`src/include/dma_macros.svh`:
```
`ifndef DMA_MACROS_SVH
`define DMA_MACROS_SVH

// Bus widths
`define DMA_ADDR_W 32
`define DMA_DATA_W 32
`define DMA_ID_W 2

// Burst length field, 16 beats at most
`define DMA_LEN_W 4

// Transfer length in words
`define DMA_RLEN_W 16

// Data FIFO holds 32 beats
`define DMA_FIFO_AW 5

// Command FIFO holds 2 bursts
`define DMA_CMD_AW 1

`endif

```
`src/design/dma_axi_pkg.sv`:
```
`include "dma_macros.svh"

package dma_axi_pkg;

   // AXI4 read address channel
   typedef struct packed {
      logic [`DMA_ID_W-1:0]   id;
      logic [`DMA_ADDR_W-1:0] addr;
      logic [7:0]             len;
      logic [2:0]             size;
      logic [1:0]             burst;
   } axi_ar_t;

   // AXI4 read data channel
   typedef struct packed {
      logic [`DMA_ID_W-1:0]   id;
      logic [`DMA_DATA_W-1:0] data;
      logic [1:0]             resp;
      logic                   last;
   } axi_r_t;

   typedef struct packed {
      logic [`DMA_ADDR_W-1:0] addr;
   } lite_aw_t;

   typedef struct packed {
      logic [`DMA_DATA_W-1:0] data;
   } lite_w_t;

   typedef struct packed {
      logic [1:0] resp;
   } lite_b_t;

   typedef struct packed {
      logic [`DMA_ADDR_W-1:0] addr;
   } lite_ar_t;

   typedef struct packed {
      logic [`DMA_DATA_W-1:0] data;
      logic [1:0]             resp;
   } lite_r_t;

   localparam logic [1:0] AXI_BURST_INCR = 2'b01;
   localparam logic [2:0] AXI_SIZE_4B    = 3'b010;
   localparam logic [1:0] AXI_RESP_OKAY  = 2'b00;

   // Register map
   localparam logic [7:0] CSR_ADDR   = 8'h00;
   localparam logic [7:0] CSR_LEN    = 8'h04;
   localparam logic [7:0] CSR_MAXLEN = 8'h08;
   localparam logic [7:0] CSR_CTRL   = 8'h0c;
   localparam logic [7:0] CSR_REMAIN = 8'h10;

endpackage

```
`src/design/dma_ctrl_pkg.sv`:
```
`include "dma_macros.svh"

package dma_ctrl_pkg;

   // Transfer as programmed by software
   typedef struct packed {
      logic [`DMA_ADDR_W-1:0] addr;
      logic [`DMA_RLEN_W-1:0] len;
      logic [`DMA_LEN_W:0]    max_len;
      logic                   start;
   } dma_desc_t;

   // One burst handed to the read master
   typedef struct packed {
      logic [`DMA_ADDR_W-1:0] addr;
      logic [`DMA_LEN_W:0]    beats;
      logic                   is_final;
   } dma_cmd_t;

   // Stream word
   typedef struct packed {
      logic [`DMA_DATA_W-1:0] data;
      logic                   last;
   } dma_beat_t;

endpackage

```
`src/design/dma_axi_rd_master.sv`:
```
`include "dma_macros.svh"

module dma_axi_rd_master import dma_axi_pkg::*, dma_ctrl_pkg::*; (
   input  logic      clk_i,
   input  logic      rst_n_i,
   input  dma_cmd_t  cmd_i,
   input  logic      cmd_empty_i,
   output logic      cmd_pop_o,
   output axi_ar_t   ar_o,
   output logic      arvalid_o,
   input  logic      arready_i,
   input  axi_r_t    r_i,
   input  logic      rvalid_i,
   output logic      rready_o,
   output dma_beat_t beat_o,
   output logic      beat_push_o,
   input  logic      beat_full_i,
   output logic      final_done_o
);

   // Each outstanding burst holds at least one slot of FIFO credit
   localparam int QDEPTH = 1 << `DMA_FIFO_AW;

   logic [QDEPTH-1:0]       final_q;
   logic [`DMA_FIFO_AW-1:0] fq_wr_q;
   logic [`DMA_FIFO_AW-1:0] fq_rd_q;
   logic                    head_final;
   logic                    r_last_acc;

   // Next command waits for the current AR handshake
   assign cmd_pop_o = !cmd_empty_i && (!arvalid_o || arready_i);

   always_ff @(posedge clk_i) begin
      if (!rst_n_i) begin
         arvalid_o <= 1'b0;
      end else if (cmd_pop_o) begin
         arvalid_o <= 1'b1;
      end else if (arready_i) begin
         arvalid_o <= 1'b0;
      end
   end

   always_ff @(posedge clk_i) begin
      if (cmd_pop_o) begin
         ar_o <= '{id: '0,
                   addr: cmd_i.addr,
                   len: 8'(cmd_i.beats - 1'b1),
                   size: AXI_SIZE_4B,
                   burst: AXI_BURST_INCR};
         final_q[fq_wr_q] <= cmd_i.is_final;
      end
   end

   // Final-flag queue, one entry per burst in order
   always_ff @(posedge clk_i) begin
      if (!rst_n_i) begin
         fq_wr_q <= '0;
         fq_rd_q <= '0;
      end else begin
         if (cmd_pop_o) begin
            fq_wr_q <= fq_wr_q + 1'b1;
         end
         if (r_last_acc) begin
            fq_rd_q <= fq_rd_q + 1'b1;
         end
      end
   end

   assign rready_o     = !beat_full_i;
   assign beat_push_o  = rvalid_i && !beat_full_i;
   assign r_last_acc   = beat_push_o && r_i.last;
   assign head_final   = final_q[fq_rd_q];
   assign beat_o       = '{data: r_i.data, last: r_i.last && head_final};
   assign final_done_o = r_last_acc && head_final;

   a_ar_stable: assert property (@(posedge clk_i) disable iff (!rst_n_i)
      arvalid_o && !arready_i |=> arvalid_o && $stable(ar_o));

endmodule

```
`src/design/dma_burst_sched.sv`:
```
`include "dma_macros.svh"

module dma_burst_sched import dma_ctrl_pkg::*; (
   input  logic                   clk_i,
   input  logic                   rst_n_i,
   input  dma_desc_t              desc_i,
   output dma_cmd_t               cmd_o,
   output logic                   cmd_valid_o,
   input  logic                   cmd_full_i,
   input  logic                   cmd_empty_i,
   input  logic [`DMA_FIFO_AW:0]  fifo_level_i,
   input  logic                   beat_push_i,
   input  logic                   final_done_i,
   output logic                   busy_o,
   output logic [`DMA_RLEN_W-1:0] remain_o
);

   localparam int DEPTH = 1 << `DMA_FIFO_AW;

   typedef enum logic {
      IDLE,
      RUN
   } state_t;

   state_t                 state_q;
   logic [`DMA_RLEN_W-1:0] remain_q;
   logic [`DMA_ADDR_W-1:0] addr_q;
   logic [`DMA_LEN_W:0]    max_q;
   logic [`DMA_FIFO_AW:0]  inflight_q;
   logic [`DMA_FIFO_AW:0]  inflight_nxt;
   logic [`DMA_FIFO_AW:0]  free_space;
   logic [`DMA_RLEN_W-1:0] free_ext;
   logic [`DMA_RLEN_W-1:0] max_ext;
   logic [`DMA_LEN_W:0]    burst_len;
   logic                   issue;
   logic                   done;

   // Room left once every reserved beat has landed
   assign free_space = (`DMA_FIFO_AW+1)'(DEPTH) - fifo_level_i - inflight_q;
   assign free_ext   = `DMA_RLEN_W'(free_space);
   assign max_ext    = `DMA_RLEN_W'(max_q);

   always_comb begin
      burst_len = '0;
      if (remain_q <= max_ext && remain_q <= free_ext) begin
         burst_len = remain_q[`DMA_LEN_W:0];
      end else if (free_ext >= max_ext) begin
         burst_len = max_q;
      end
   end

   assign issue = state_q == RUN && remain_q != '0 && burst_len != '0 && !cmd_full_i;
   assign done  = state_q == RUN && remain_q == '0 && cmd_empty_i && final_done_i;

   // Beats reserved but not yet pushed into the data FIFO
   always_comb begin
      inflight_nxt = inflight_q - (`DMA_FIFO_AW+1)'(beat_push_i);
      if (issue) begin
         inflight_nxt = inflight_nxt + (`DMA_FIFO_AW+1)'(burst_len);
      end
   end

   always_ff @(posedge clk_i) begin
      if (!rst_n_i) begin
         state_q    <= IDLE;
         remain_q   <= '0;
         addr_q     <= '0;
         max_q      <= '0;
         inflight_q <= '0;
      end else begin
         inflight_q <= inflight_nxt;
         case (state_q)
            IDLE: begin
               if (desc_i.start && desc_i.len != '0) begin
                  remain_q <= desc_i.len;
                  addr_q   <= desc_i.addr;
                  max_q    <= desc_i.max_len;
                  state_q  <= RUN;
               end
            end
            default: begin
               if (issue) begin
                  remain_q <= remain_q - `DMA_RLEN_W'(burst_len);
                  addr_q   <= addr_q + `DMA_ADDR_W'({burst_len, 2'b00});
               end
               if (done) begin
                  state_q <= IDLE;
               end
            end
         endcase
      end
   end

   assign cmd_valid_o = issue;
   assign cmd_o       = '{addr: addr_q,
                          beats: burst_len,
                          is_final: `DMA_RLEN_W'(burst_len) == remain_q};
   assign busy_o      = state_q == RUN;
   assign remain_o    = remain_q;

   // Credit never promises more than the data FIFO can hold
   a_credit_bound: assert property (@(posedge clk_i) disable iff (!rst_n_i)
      int'(inflight_q) + int'(fifo_level_i) <= DEPTH);

   a_burst_limit: assert property (@(posedge clk_i) disable iff (!rst_n_i)
      cmd_valid_o |-> cmd_o.beats <= max_q);

endmodule

```
`src/design/dma_csr.sv`:
```
`include "dma_macros.svh"

module dma_csr import dma_axi_pkg::*, dma_ctrl_pkg::*; (
   input  logic                   clk_i,
   input  logic                   rst_n_i,
   input  lite_aw_t               aw_i,
   input  logic                   awvalid_i,
   output logic                   awready_o,
   input  lite_w_t                w_i,
   input  logic                   wvalid_i,
   output logic                   wready_o,
   output lite_b_t                b_o,
   output logic                   bvalid_o,
   input  logic                   bready_i,
   input  lite_ar_t               ar_i,
   input  logic                   arvalid_i,
   output logic                   arready_o,
   output lite_r_t                r_o,
   output logic                   rvalid_o,
   input  logic                   rready_i,
   output dma_desc_t              desc_o,
   input  logic                   busy_i,
   input  logic [`DMA_RLEN_W-1:0] remain_i
);

   localparam int MAX_BURST = 1 << `DMA_LEN_W;

   logic                   wr_acc;
   logic                   rd_acc;
   logic [`DMA_DATA_W-1:0] wdata;
   logic [`DMA_ADDR_W-1:0] addr_q;
   logic [`DMA_RLEN_W-1:0] len_q;
   logic [`DMA_LEN_W:0]    max_q;
   logic [`DMA_LEN_W:0]    max_clamped;
   logic                   start_q;
   logic [`DMA_DATA_W-1:0] rdata_mux;
   logic [`DMA_DATA_W-1:0] rdata_q;

   // Address and data taken in the same cycle
   assign wr_acc    = awvalid_i && wvalid_i && !bvalid_o;
   assign awready_o = wr_acc;
   assign wready_o  = wr_acc;
   assign rd_acc    = arvalid_i && !rvalid_o;
   assign arready_o = !rvalid_o;
   assign wdata     = w_i.data;

   // Burst limit kept within 1..16
   always_comb begin
      if (wdata == '0) begin
         max_clamped = (`DMA_LEN_W+1)'(1);
      end else if (wdata > MAX_BURST) begin
         max_clamped = (`DMA_LEN_W+1)'(MAX_BURST);
      end else begin
         max_clamped = wdata[`DMA_LEN_W:0];
      end
   end

   always_ff @(posedge clk_i) begin
      if (!rst_n_i) begin
         addr_q   <= '0;
         len_q    <= '0;
         max_q    <= (`DMA_LEN_W+1)'(MAX_BURST);
         start_q  <= 1'b0;
         bvalid_o <= 1'b0;
      end else begin
         start_q <= 1'b0;
         if (wr_acc) begin
            bvalid_o <= 1'b1;
            case (aw_i.addr[7:0])
               CSR_ADDR:   addr_q  <= wdata;
               CSR_LEN:    len_q   <= wdata[`DMA_RLEN_W-1:0];
               CSR_MAXLEN: max_q   <= max_clamped;
               // start is dropped while a transfer runs
               CSR_CTRL:   start_q <= wdata[0] && !busy_i && !start_q;
               default: ;
            endcase
         end else if (bready_i) begin
            bvalid_o <= 1'b0;
         end
      end
   end

   always_comb begin
      case (ar_i.addr[7:0])
         CSR_ADDR:   rdata_mux = addr_q;
         CSR_LEN:    rdata_mux = `DMA_DATA_W'(len_q);
         CSR_MAXLEN: rdata_mux = `DMA_DATA_W'(max_q);
         CSR_CTRL:   rdata_mux = `DMA_DATA_W'(busy_i);
         CSR_REMAIN: rdata_mux = `DMA_DATA_W'(remain_i);
         default:    rdata_mux = '0;
      endcase
   end

   always_ff @(posedge clk_i) begin
      if (!rst_n_i) begin
         rvalid_o <= 1'b0;
      end else if (rd_acc) begin
         rvalid_o <= 1'b1;
      end else if (rready_i) begin
         rvalid_o <= 1'b0;
      end
   end

   always_ff @(posedge clk_i) begin
      if (rd_acc) begin
         rdata_q <= rdata_mux;
      end
   end

   assign b_o    = '{resp: AXI_RESP_OKAY};
   assign r_o    = '{data: rdata_q, resp: AXI_RESP_OKAY};
   assign desc_o = '{addr: addr_q, len: len_q, max_len: max_q, start: start_q};

   // A write response only ever follows an accepted write
   a_bvalid_after_write: assert property (@(posedge clk_i) disable iff (!rst_n_i)
      $rose(bvalid_o) |-> $past(wr_acc));

endmodule

```
`src/design/dma_read_top.sv`:
```
`include "dma_macros.svh"

module dma_read_top import dma_axi_pkg::*, dma_ctrl_pkg::*; (
   input  logic                   clk_i,
   input  logic                   rst_n_i,
   // Configuration port
   input  lite_aw_t               s_lite_aw_i,
   input  logic                   s_lite_awvalid_i,
   output logic                   s_lite_awready_o,
   input  lite_w_t                s_lite_w_i,
   input  logic                   s_lite_wvalid_i,
   output logic                   s_lite_wready_o,
   output lite_b_t                s_lite_b_o,
   output logic                   s_lite_bvalid_o,
   input  logic                   s_lite_bready_i,
   input  lite_ar_t               s_lite_ar_i,
   input  logic                   s_lite_arvalid_i,
   output logic                   s_lite_arready_o,
   output lite_r_t                s_lite_r_o,
   output logic                   s_lite_rvalid_o,
   input  logic                   s_lite_rready_i,
   // Memory read port
   output axi_ar_t                m_axi_ar_o,
   output logic                   m_axi_arvalid_o,
   input  logic                   m_axi_arready_i,
   input  axi_r_t                 m_axi_r_i,
   input  logic                   m_axi_rvalid_i,
   output logic                   m_axi_rready_o,
   // Stream out
   output logic [`DMA_DATA_W-1:0] m_axis_tdata_o,
   output logic                   m_axis_tlast_o,
   output logic                   m_axis_tvalid_o,
   input  logic                   m_axis_tready_i
);

   dma_desc_t              desc;
   logic                   busy;
   logic [`DMA_RLEN_W-1:0] remain;
   dma_cmd_t               sched_cmd;
   logic                   sched_cmd_valid;
   logic                   cmd_full;
   logic                   cmd_empty;
   dma_cmd_t               cmd_head;
   logic                   cmd_pop;
   dma_beat_t              beat_in;
   logic                   beat_push;
   logic                   beat_full;
   dma_beat_t              beat_out;
   logic                   data_empty;
   logic                   data_pop;
   logic [`DMA_FIFO_AW:0]  data_level;
   logic                   final_done;

   dma_csr csr_i (
      .clk_i     (clk_i),
      .rst_n_i   (rst_n_i),
      .aw_i      (s_lite_aw_i),
      .awvalid_i (s_lite_awvalid_i),
      .awready_o (s_lite_awready_o),
      .w_i       (s_lite_w_i),
      .wvalid_i  (s_lite_wvalid_i),
      .wready_o  (s_lite_wready_o),
      .b_o       (s_lite_b_o),
      .bvalid_o  (s_lite_bvalid_o),
      .bready_i  (s_lite_bready_i),
      .ar_i      (s_lite_ar_i),
      .arvalid_i (s_lite_arvalid_i),
      .arready_o (s_lite_arready_o),
      .r_o       (s_lite_r_o),
      .rvalid_o  (s_lite_rvalid_o),
      .rready_i  (s_lite_rready_i),
      .desc_o    (desc),
      .busy_i    (busy),
      .remain_i  (remain)
   );

   dma_burst_sched sched_i (
      .clk_i        (clk_i),
      .rst_n_i      (rst_n_i),
      .desc_i       (desc),
      .cmd_o        (sched_cmd),
      .cmd_valid_o  (sched_cmd_valid),
      .cmd_full_i   (cmd_full),
      .cmd_empty_i  (cmd_empty),
      .fifo_level_i (data_level),
      .beat_push_i  (beat_push),
      .final_done_i (final_done),
      .busy_o       (busy),
      .remain_o     (remain)
   );

   dma_sync_fifo #(
      .T      (dma_cmd_t),
      .ADDR_W (`DMA_CMD_AW)
   ) cmd_fifo (
      .clk_i   (clk_i),
      .rst_n_i (rst_n_i),
      .push_i  (sched_cmd_valid),
      .data_i  (sched_cmd),
      .full_o  (cmd_full),
      .pop_i   (cmd_pop),
      .data_o  (cmd_head),
      .empty_o (cmd_empty),
      .level_o ()
   );

   dma_axi_rd_master rd_master_i (
      .clk_i        (clk_i),
      .rst_n_i      (rst_n_i),
      .cmd_i        (cmd_head),
      .cmd_empty_i  (cmd_empty),
      .cmd_pop_o    (cmd_pop),
      .ar_o         (m_axi_ar_o),
      .arvalid_o    (m_axi_arvalid_o),
      .arready_i    (m_axi_arready_i),
      .r_i          (m_axi_r_i),
      .rvalid_i     (m_axi_rvalid_i),
      .rready_o     (m_axi_rready_o),
      .beat_o       (beat_in),
      .beat_push_o  (beat_push),
      .beat_full_i  (beat_full),
      .final_done_o (final_done)
   );

   dma_sync_fifo #(
      .T      (dma_beat_t),
      .ADDR_W (`DMA_FIFO_AW)
   ) data_fifo (
      .clk_i   (clk_i),
      .rst_n_i (rst_n_i),
      .push_i  (beat_push),
      .data_i  (beat_in),
      .full_o  (beat_full),
      .pop_i   (data_pop),
      .data_o  (beat_out),
      .empty_o (data_empty),
      .level_o (data_level)
   );

   assign m_axis_tvalid_o = !data_empty;
   assign m_axis_tdata_o  = beat_out.data;
   assign m_axis_tlast_o  = beat_out.last;
   assign data_pop        = m_axis_tvalid_o && m_axis_tready_i;

endmodule

```
`src/design/dma_sync_fifo.sv`:
```
module dma_sync_fifo #(
   parameter type T      = logic,
   parameter int  ADDR_W = 2
) (
   input  logic            clk_i,
   input  logic            rst_n_i,
   input  logic            push_i,
   input  T                data_i,
   output logic            full_o,
   input  logic            pop_i,
   output T                data_o,
   output logic            empty_o,
   output logic [ADDR_W:0] level_o
);

   localparam int DEPTH = 1 << ADDR_W;

   T                  mem [DEPTH];
   logic [ADDR_W-1:0] wr_ptr_q;
   logic [ADDR_W-1:0] rd_ptr_q;
   logic [ADDR_W:0]   count_q;

   assign full_o  = count_q == (ADDR_W+1)'(DEPTH);
   assign empty_o = count_q == '0;
   assign level_o = count_q;
   // Head entry visible without a read strobe
   assign data_o  = mem[rd_ptr_q];

   always_ff @(posedge clk_i) begin
      if (push_i) begin
         mem[wr_ptr_q] <= data_i;
      end
   end

   always_ff @(posedge clk_i) begin
      if (!rst_n_i) begin
         wr_ptr_q <= '0;
         rd_ptr_q <= '0;
         count_q  <= '0;
      end else begin
         if (push_i) begin
            wr_ptr_q <= wr_ptr_q + 1'b1;
         end
         if (pop_i) begin
            rd_ptr_q <= rd_ptr_q + 1'b1;
         end
         count_q <= count_q + (ADDR_W+1)'(push_i) - (ADDR_W+1)'(pop_i);
      end
   end

   a_no_overflow: assert property (@(posedge clk_i) disable iff (!rst_n_i)
      push_i |-> !full_o);

   a_no_underflow: assert property (@(posedge clk_i) disable iff (!rst_n_i)
      pop_i |-> !empty_o);

endmodule

```
`config.mk`:
```
export PLATFORM = sky130hd
export DESIGN_NAME = dma_read_top
export DESIGN_NICKNAME = d
export VERILOG_FILES = /design/src/design/dma_axi_pkg.sv /design/src/design/dma_ctrl_pkg.sv /design/src/design/dma_axi_rd_master.sv /design/src/design/dma_burst_sched.sv /design/src/design/dma_csr.sv /design/src/design/dma_read_top.sv /design/src/design/dma_sync_fifo.sv
export VERILOG_INCLUDE_DIRS = /design/src /design/src/include
export SDC_FILE = /design/constraint.sdc
export NUM_CORES = 1
export LEC_CHECK = 0
export ABC_CLOCK_PERIOD_IN_PS = 16900
export BUFFER_PORTS_ARGS = -buffer_cell sky130_fd_sc_hd__buf_2
export CAP_MARGIN = 0
export CORE_ASPECT_RATIO = 0.7
export CORE_MARGIN = 2
export CORE_UTILIZATION = 35
export DETAILED_ROUTE_END_ITERATION = 6
export GPL_TIMING_DRIVEN = 1
export PLACE_DENSITY = 0.58
export SLEW_MARGIN = 10
export SYNTH_ARGS = -nofsm -noshare
export SYNTH_HDL_FRONTEND = slang
export SYNTH_SLANG_ARGS = --single-unit
```
`constraint.sdc`:
```
create_clock -name clk_i -period 16.9 [get_ports clk_i]
set_clock_uncertainty 0.15 [all_clocks]
set_input_delay 0.845 -clock clk_i [delete_from_list [all_inputs] [get_ports clk_i]]
set_output_delay 0.845 -clock clk_i [all_outputs]
set_load 0.02 [all_outputs]
```
## After elaboration in Yosys (flattened, before gate mapping)

Memory sizes are Yosys's and may differ from the RTL's. A register that Yosys moved wholly into a read port is not among the register bits.
Cells that the tools add are included.
W data, S select, Z words.

| word-level totals | value |
|---|---|
| register bits | 251 |
| bits in latches | 0 |
| bits in writable memories | 1,132 |
| bits in read-only memories | 0 |
| input bits | 143 |
| output and inout port bits | 124 |
| memories kept | 2 |

| cells by class | value |
|---|---|
| $add $sub $neg | 17 |
| multipliers | 0 |
| div/mod/pow operators | 0 |
| order comparisons | 7 |
| equal/unequal tests | 11 |
| shifts and indexed selects | 0 |
| multiplexer cells | 34 |
| bitwise operators | 1 |
| reduce and logical (&&, ||, !) cells | 49 |

Memory list:

| memory | words | bits a word | rd ports | clocked after memory_dff | write ports | RTL line | text |
|---|---|---|---|---|---|---|---|
| data_fifo.mem | 32 | 33 | 1 | 1 | 1 | dma_sync_fifo.sv:18 | `T mem [DEPTH];` |
| cmd_fifo.mem | 2 | 38 | 1 | 1 | 1 | dma_sync_fifo.sv:18 |  |

Operators by type and width:

| kind | number |
|---|---|
| $pmux W32 S5 | 1 |
| $mux W32 | 3 |
| $mux W16 | 3 |
| $add A32 B7 Y32 | 1 |
| $bwmux W32 | 1 |
| $eq A8 B4 Y1 const B | 4 |
| $gt A32 B5 Y1 const B | 1 |
| $logic_not A32 Y1 | 1 |
| $reduce_bool A16 Y1 | 2 |
| $mux W5 | 6 |
| $add A5 B1 Y5 const B | 4 |
| $logic_and A1 B1 Y1 | 20 |
| $mux W1 | 17 |
| $eq A5 B16 Y1 | 1 |
| $eq A8 B3 Y1 const B | 2 |
| $le A16 B5 Y1 | 1 |
| $le A16 B6 Y1 | 1 |
| $logic_not A16 Y1 | 1 |
| $logic_not A8 Y1 | 2 |
| $sub A16 B5 Y16 | 1 |
| $lt A5 B6 Y1 const B | 2 |
| $sub A6 B1 Y6 | 2 |
| $reduce_and A2 Y1 | 5 |
| $logic_not A1 Y1 | 9 |
| 24 further kinds | 28 |

## Logic depth before layout (Yosys ltp)

| logic depth | value |
|---|---|
| depth in word-level cells | 10 |
| mapped depth | 26 |
| mapped depth without buffers | 25 |

## By module

Synthesis repeated with hierarchy kept, for this count alone.

| second synthesis, totals | value |
|---|---|
| cells, all modules | 3,474 |
| area total of the unflattened synthesis | 56,563.0 um^2 |

Modules (own cells, without submodules):

| module | instances | cells each | area each (um^2) |
|---|---|---|---|
| dma_sync_fifo at data_fifo | 1 | 2,089 | 41,469.8 |
| dma_burst_sched | 1 | 594 | 4,683.2 |
| dma_csr | 1 | 379 | 3,782.4 |
| dma_axi_rd_master | 1 | 271 | 3,568.4 |
| dma_sync_fifo at cmd_fifo | 1 | 139 | 3,049.2 |
| dma_read_top | 1 | 2 | 10.0 |

## Worst setup path before layout

OpenSTA, ideal clock, no wires.

| path | value |
|---|---|
| path type | register -> register |
| start point | register data_fifo.count_q[1] (netlist: data_fifo.level_o[1]) |
| end point | memory cmd_fifo.mem[0][0] (netlist name) (enable) |
| library setup time | 0.433 ns |
| arrival | 4.744 ns |
| required time | 16.317 ns |
| setup slack | 11.573 ns |
| cell stages (with the launch flop) | 16 |
| clock period less this slack | 5.327 ns |
| cell sequence | dfxtp_1 ha_1 inv_1 ha_1 fa_1 xor2_1 inv_1 ha_1 a21o_1 a21oi_1 a32oi_1 a221oi_4 o2111a_1 inv_1 clkbuf_1 nor2_1 |

| between the ends | value |
|---|---|
| longest elaborated chain between the ends | 10 |
| elaborated cells on any way between the ends | 12 |

Ends and longest elaborated chain:

| element | RTL line | text |
|---|---|---|
| start, declared | dma_sync_fifo.sv:21 | `logic [ADDR_W:0] count_q;` |
| start signal, assigned | dma_sync_fifo.sv:47 | `count_q <= count_q + (ADDR_W+1)'(push_i) - (ADDR_W+1)'(pop_i);` |
| $sub A6 B6 Y6 * (2 in series) | dma_burst_sched.sv:39 | `` assign free_space = (`DMA_FIFO_AW+1)'(DEPTH) - fifo_level_i - inflight_q; `` |
| $le A16 B6 Y1 / $ge A6 B5 Y1 (equally long branches) | dma_burst_sched.sv:45, dma_burst_sched.sv:47 |  |
| $logic_and A1 B1 Y1 / $mux W5 (equally long branches) | dma_burst_sched.sv:45, dma_burst_sched.sv:47 |  |
| $mux W5 * | dma_burst_sched.sv:45 | `if (remain_q <= max_ext && remain_q <= free_ext) begin` |
| $reduce_bool A5 Y1 * | dma_burst_sched.sv:52 | `assign issue = state_q == RUN && remain_q != '0 && burst_len != '0 && !cmd_full_i;` |
| $logic_and A1 B1 Y1 * (2 in series) | dma_burst_sched.sv:52 |  |
| $mux W1 * | dma_sync_fifo.sv:30 | `if (push_i) begin` |
| $mux W1 (not written as such) * | dma_sync_fifo.sv:31 | `mem[wr_ptr_q] <= data_i;` |
| end, declared | dma_sync_fifo.sv:18 |  |

Every way passes the cells marked *; elsewhere a longest branch is shown, timed or not.

==> results by group <==
Global routing
  – Vias in the first global route: 28029
  – Total gr overflow: 0
  – Pin count of the biggest net entering global routing: 155
  – First-pass GRT wire length: 198 mm
  – Total GRT Usage: 0.169
  – Antenna violations before repair: 12

Clock tree
  – Clock sink count: 1387
  – Clock latency at the later pin of the worst-skew pair: 760 ps
  – Clock buffer depth: 3
  – CTS buffer count: 138
  – Clk slew on worst S/H paths: 60 ps
  – PostCTS Resize Cnt: 0
  – Root buf cell: clkbuf_16
  – Post-CTS Setup Inserts: 0
  – H-tree Lvls: 4
  – TritonCTS clock tree: yes
  – # hold bufs at CTS: 0

Cells and area
  – Layout cells sized above 1: 0.284
  – Area growth syn-to-layout: 15.0%
  – Final net count: 3368
  – Post-route cell area: 0.0634 sq mm

Logic synthesis
  – Most common flop cell mapped by yosys: edfxtp_1
  – Yosys top cell by area: edfxtp_1
  – Area contributors post-synth: edfxtp_1 67%, mux4_2 14%, dfxtp_1 5.6%
  – Post-synth ARST share: 0
  – Synth top area share: 0.672
  – Number of flops mapped to enable cells by yosys: 1234
  – Cells after Synth: 2916
  – Mapped Area: 0.0551 sq mm
  – Yosys synthesis warning count: 0
  – FF+latch count, synth: 1387
  – Post-synth cell types: 76
  – Post-Syn Area per Cell: 18.9 sq um
  – Sequential fraction of the synthesis area: 0.728

Power and ir drop
  – Internal: 0.00631 W
  – P_leak: 19.9 nW
  – Clk pwr share: 0.355
  – PD cells: 135 mW/mm^2
  – Switching Power: 0.00227 W
  – Sw frac: 0.265
  – Total power: 0.00859 W
  – Max VDD drop: 0.0983 mV
  – Combinational Power Share: 0.185
  – Sequential share of power: 0.460

STA
  – Slew @ Worst Pin: 1190 ps
  – Setup-failing EPs final: 0
  – Final WS setup: 10580 ps
  – Fmax: 158 MHz
  – Max_slew headroom: 0.197
  – Max-slew violation count: 0
  – Part of the cycle the worst path needs: 0.374
  – Hold Vio Cnt, Final: 0
  – Final setup TNS: 0 ps
  – RSZ-0062 raised after global routing: false
  – Crit path time final: 6320 ps

Die
  – FP Rows: 121
  – Core Area: 0.156 sq mm
  – Starting Density: 0.354
  – Die Span Y: 336 um
  – Ports: 267
  – Die area: 0.161 sq mm
  – Chip width: 478 um

Worst hold path
  – Hold Path Class: in -> reg
  – Worst hold start: s_lite_rready_i
  – Hold depth: 2
  – Hold Path Sink: csr_i.rvalid_o$_SDFFE_PN0P_

Route
  – Final WL: 137 mm
  – Vias: 28402
  – DR iter-0 viols: 3425
  – Drt drc: 0
  – First-pass iteration count of the detailed router: 7
  – WL/cell: 25.4 um
  – Vias per std cell: 5.29
  – Final ANT Viol Nets: 0

Place
  – Routability cong.: 0.800
  – Post-place setup slack: 10690 ps
  – Hpwl dp: 78.0 mm
  – Placed Area: 0.0589 sq mm
  – IO Port Bufs: 203

Setup path
  – Crit end category: register
  – Worst EP arrival: 6840 ps
  – Crit path max-delay family: compound AO/OA/AOI/OAI gates
  – CP required: 17420 ps
  – Max incr delay on CP: 870 ps
  – RR Endpoint: sched_i.remain_o[13]$_SDFFE_PN0P_
  – Critical R2R Launch: data_fifo.level_o[1]$_SDFF_PN0_
  – WP buf/inv: 3
  – Crit path cell chain: ha_1 > inv_1 > ha_1 > fa_1 > xor2_1 > inv_1 > ha_1 > a21o_1 > a21oi_1 > a32oi_1 > a221oi_4 > mux2_2 > inv_1 > ha_1 > nor2b_1 > o21ai_0 > nand2b_1 > a21oi_1 > o21ai_1 > a2bb2oi_1 > a41oi_1 > o221a_1
  – R2R setup slack: 10580 ps
  – Most frequent CP cell: ha_1
  – Critical-path top delay cell: a2bb2oi_1
  – Worst Setup Start Kind: register
  – R2R depth: 22
  – Worst-path fanout max: 12
  – Worst Setup Path Type: reg -> reg

Flow run
  – Max Cap Violations: 0

Outcome
  – Status: finished clean
## cell type report
type	count	area [sq um]
fillers	13882	92600
flip-flops and latches	1387	40100
multi-input cells	1318	14400
clock buffers	179	3700
well taps	2091	2620
repair buffers	260	1470
clock inverters	76	800
inverters	55	209
diodes	5	12.5
## cells in the mapped netlist (23+ instances only)
master and n:
nand2_1 144, mux2_2 70, mux2i_1 45, inv_1 53
nor2_1 170, buf_1 34, nor3_1 23, and2_1 29
mux4_2 340, ha_1 60, dfxtp_1 153, edfxtp_1 1234
a21oi_1 81, o21ai_0 39, nand3_1 26, clkbuf_1 112
## state kept, by name, indices dropped and copies added (netlist names), 2 cells and up, named ones only
register,count
cmd_fifo.level_o,2
cmd_fifo.mem,76
csr_i.addr_q,32
csr_i.len_q,16
csr_i.max_q,5
csr_i.rdata_q,32
data_fifo.level_o,6
data_fifo.mem,1056
data_fifo.rd_ptr_q,5
data_fifo.wr_ptr_q,5
rd_master_i.ar_o,38
rd_master_i.final_q,32
rd_master_i.fq_rd_q,5
rd_master_i.fq_wr_q,5
sched_i.addr_q,32
sched_i.inflight_q,6
sched_i.max_q,5
sched_i.remain_o,16
## power by group through the flow
stage               clock (W)  combinational (W)  sequential, W
finish                0.00305            0.00159        0.00395
CTS                   0.00312            0.00162        0.00395
floorplan                   0            0.00118        0.00400
global placement            0            0.00161        0.00403
global route          0.00326            0.00173        0.00396
detailed placement          0            0.00162        0.00403
## worst register-to-register path: cells and delay by family (launching register included)
family | cells | cell delay (ps)
AO/OA/AOI/OAI | 10 | 2880
XOR/XNOR | 1 | 260
adder cells (fa/ha/maj) | 5 | 1470
buffers and inverters | 3 | 310
flip-flops | 1 | 360
multiplexers | 1 | 540
AND/OR/NAND/NOR | 2 | 240
## kinds of logic after synthesis
kind of cell    count (synthesis)  synth area share
simple gates                  501            0.0429
mux                           456             0.162
other cells                     2          0.000136
fa+ha+maj                      69            0.0163
flops                        1387             0.728
compound gates                238            0.0282
xor+xnor                       43           0.00708
buf+inv                       220            0.0160
## per-layer routing
| metal | wire length, um | up-vias | track usage | part of all wire |
|---|---|---|---|---|
| li1 | - | 12234 | - | - |
| met1 | 65400 | 15007 | 0.266 | 0.48 |
| met2 | 58400 | 974 | 0.233 | 0.43 |
| met3 | 10200 | 183 | 0.0366 | 0.075 |
| met4 | 2600 | 4 | 0.0444 | 0.019 |
| met5 | 27 | - | 0 | 0.00020 |
## per-stage QoR
stage                     hold WS [ps]   util  instances
after CTS                         53.8  0.406       5366
after global routing              76.4  0.406       5371
after detailed placement           284  0.378       5111
after global placement             282  0.378       5111
final                              118  0.406       5371
after floorplan                    263      -       2925
## layout by cell type (no fill, tap or decap), types with 7 or more instances in the layout
cell,netlist,final
and2_1,29,28
or3_1,8,8
nand2b_1,8,8
nor2_1,170,135
mux4_2,340,340
nor4_1,17,17
a22oi_1,10,10
o211ai_1,8,8
inv_1,53,53
mux2i_1,45,45
clkinv_2,0,19
mux2_2,70,70
and3_1,18,18
ha_1,60,60
nand2_1,144,144
a311oi_1,18,18
nor3_1,23,22
xor2_1,21,21
nor2b_1,12,10
xnor2_1,21,21
clkinvlp_4,0,7
dfxtp_1,153,147
nand4_1,18,18
clkbuf_1,112,34
nand3_1,26,26
clkbuf_16,0,140
buf_2,5,203
clkinv_1,1,25
conb_1,2,11
nor2_4,0,34
buf_4,14,55
a211oi_1,22,22
a21oi_1,81,81
o21ai_0,39,39
o21ai_1,8,8
edfxtp_1,1234,1234
a31oi_1,8,8
bufinv_16,0,8
a21o_1,8,8
## worst max path at each step
stage                                         start  slack [ps]                                end  cells after the start
finish              data_fifo.level_o[1]$_SDFF_PN0_       10580  sched_i.remain_o[13]$_SDFFE_PN0P_                     22
global route        data_fifo.level_o[1]$_SDFF_PN0_       10170  sched_i.remain_o[15]$_SDFFE_PN0P_                     22
CTS                 data_fifo.level_o[1]$_SDFF_PN0_       10670  sched_i.remain_o[13]$_SDFFE_PN0P_                     22
detailed placement  data_fifo.level_o[1]$_SDFF_PN0_       10690  sched_i.remain_o[13]$_SDFFE_PN0P_                     22
global placement    data_fifo.level_o[1]$_SDFF_PN0_       10800  sched_i.remain_o[13]$_SDFFE_PN0P_                     22
floorplan           data_fifo.level_o[1]$_SDFF_PN0_       11570       cmd_fifo.mem[0][0]$_DFFE_PP_                     15
No activity file was read; power rests on OpenSTA's default activity.
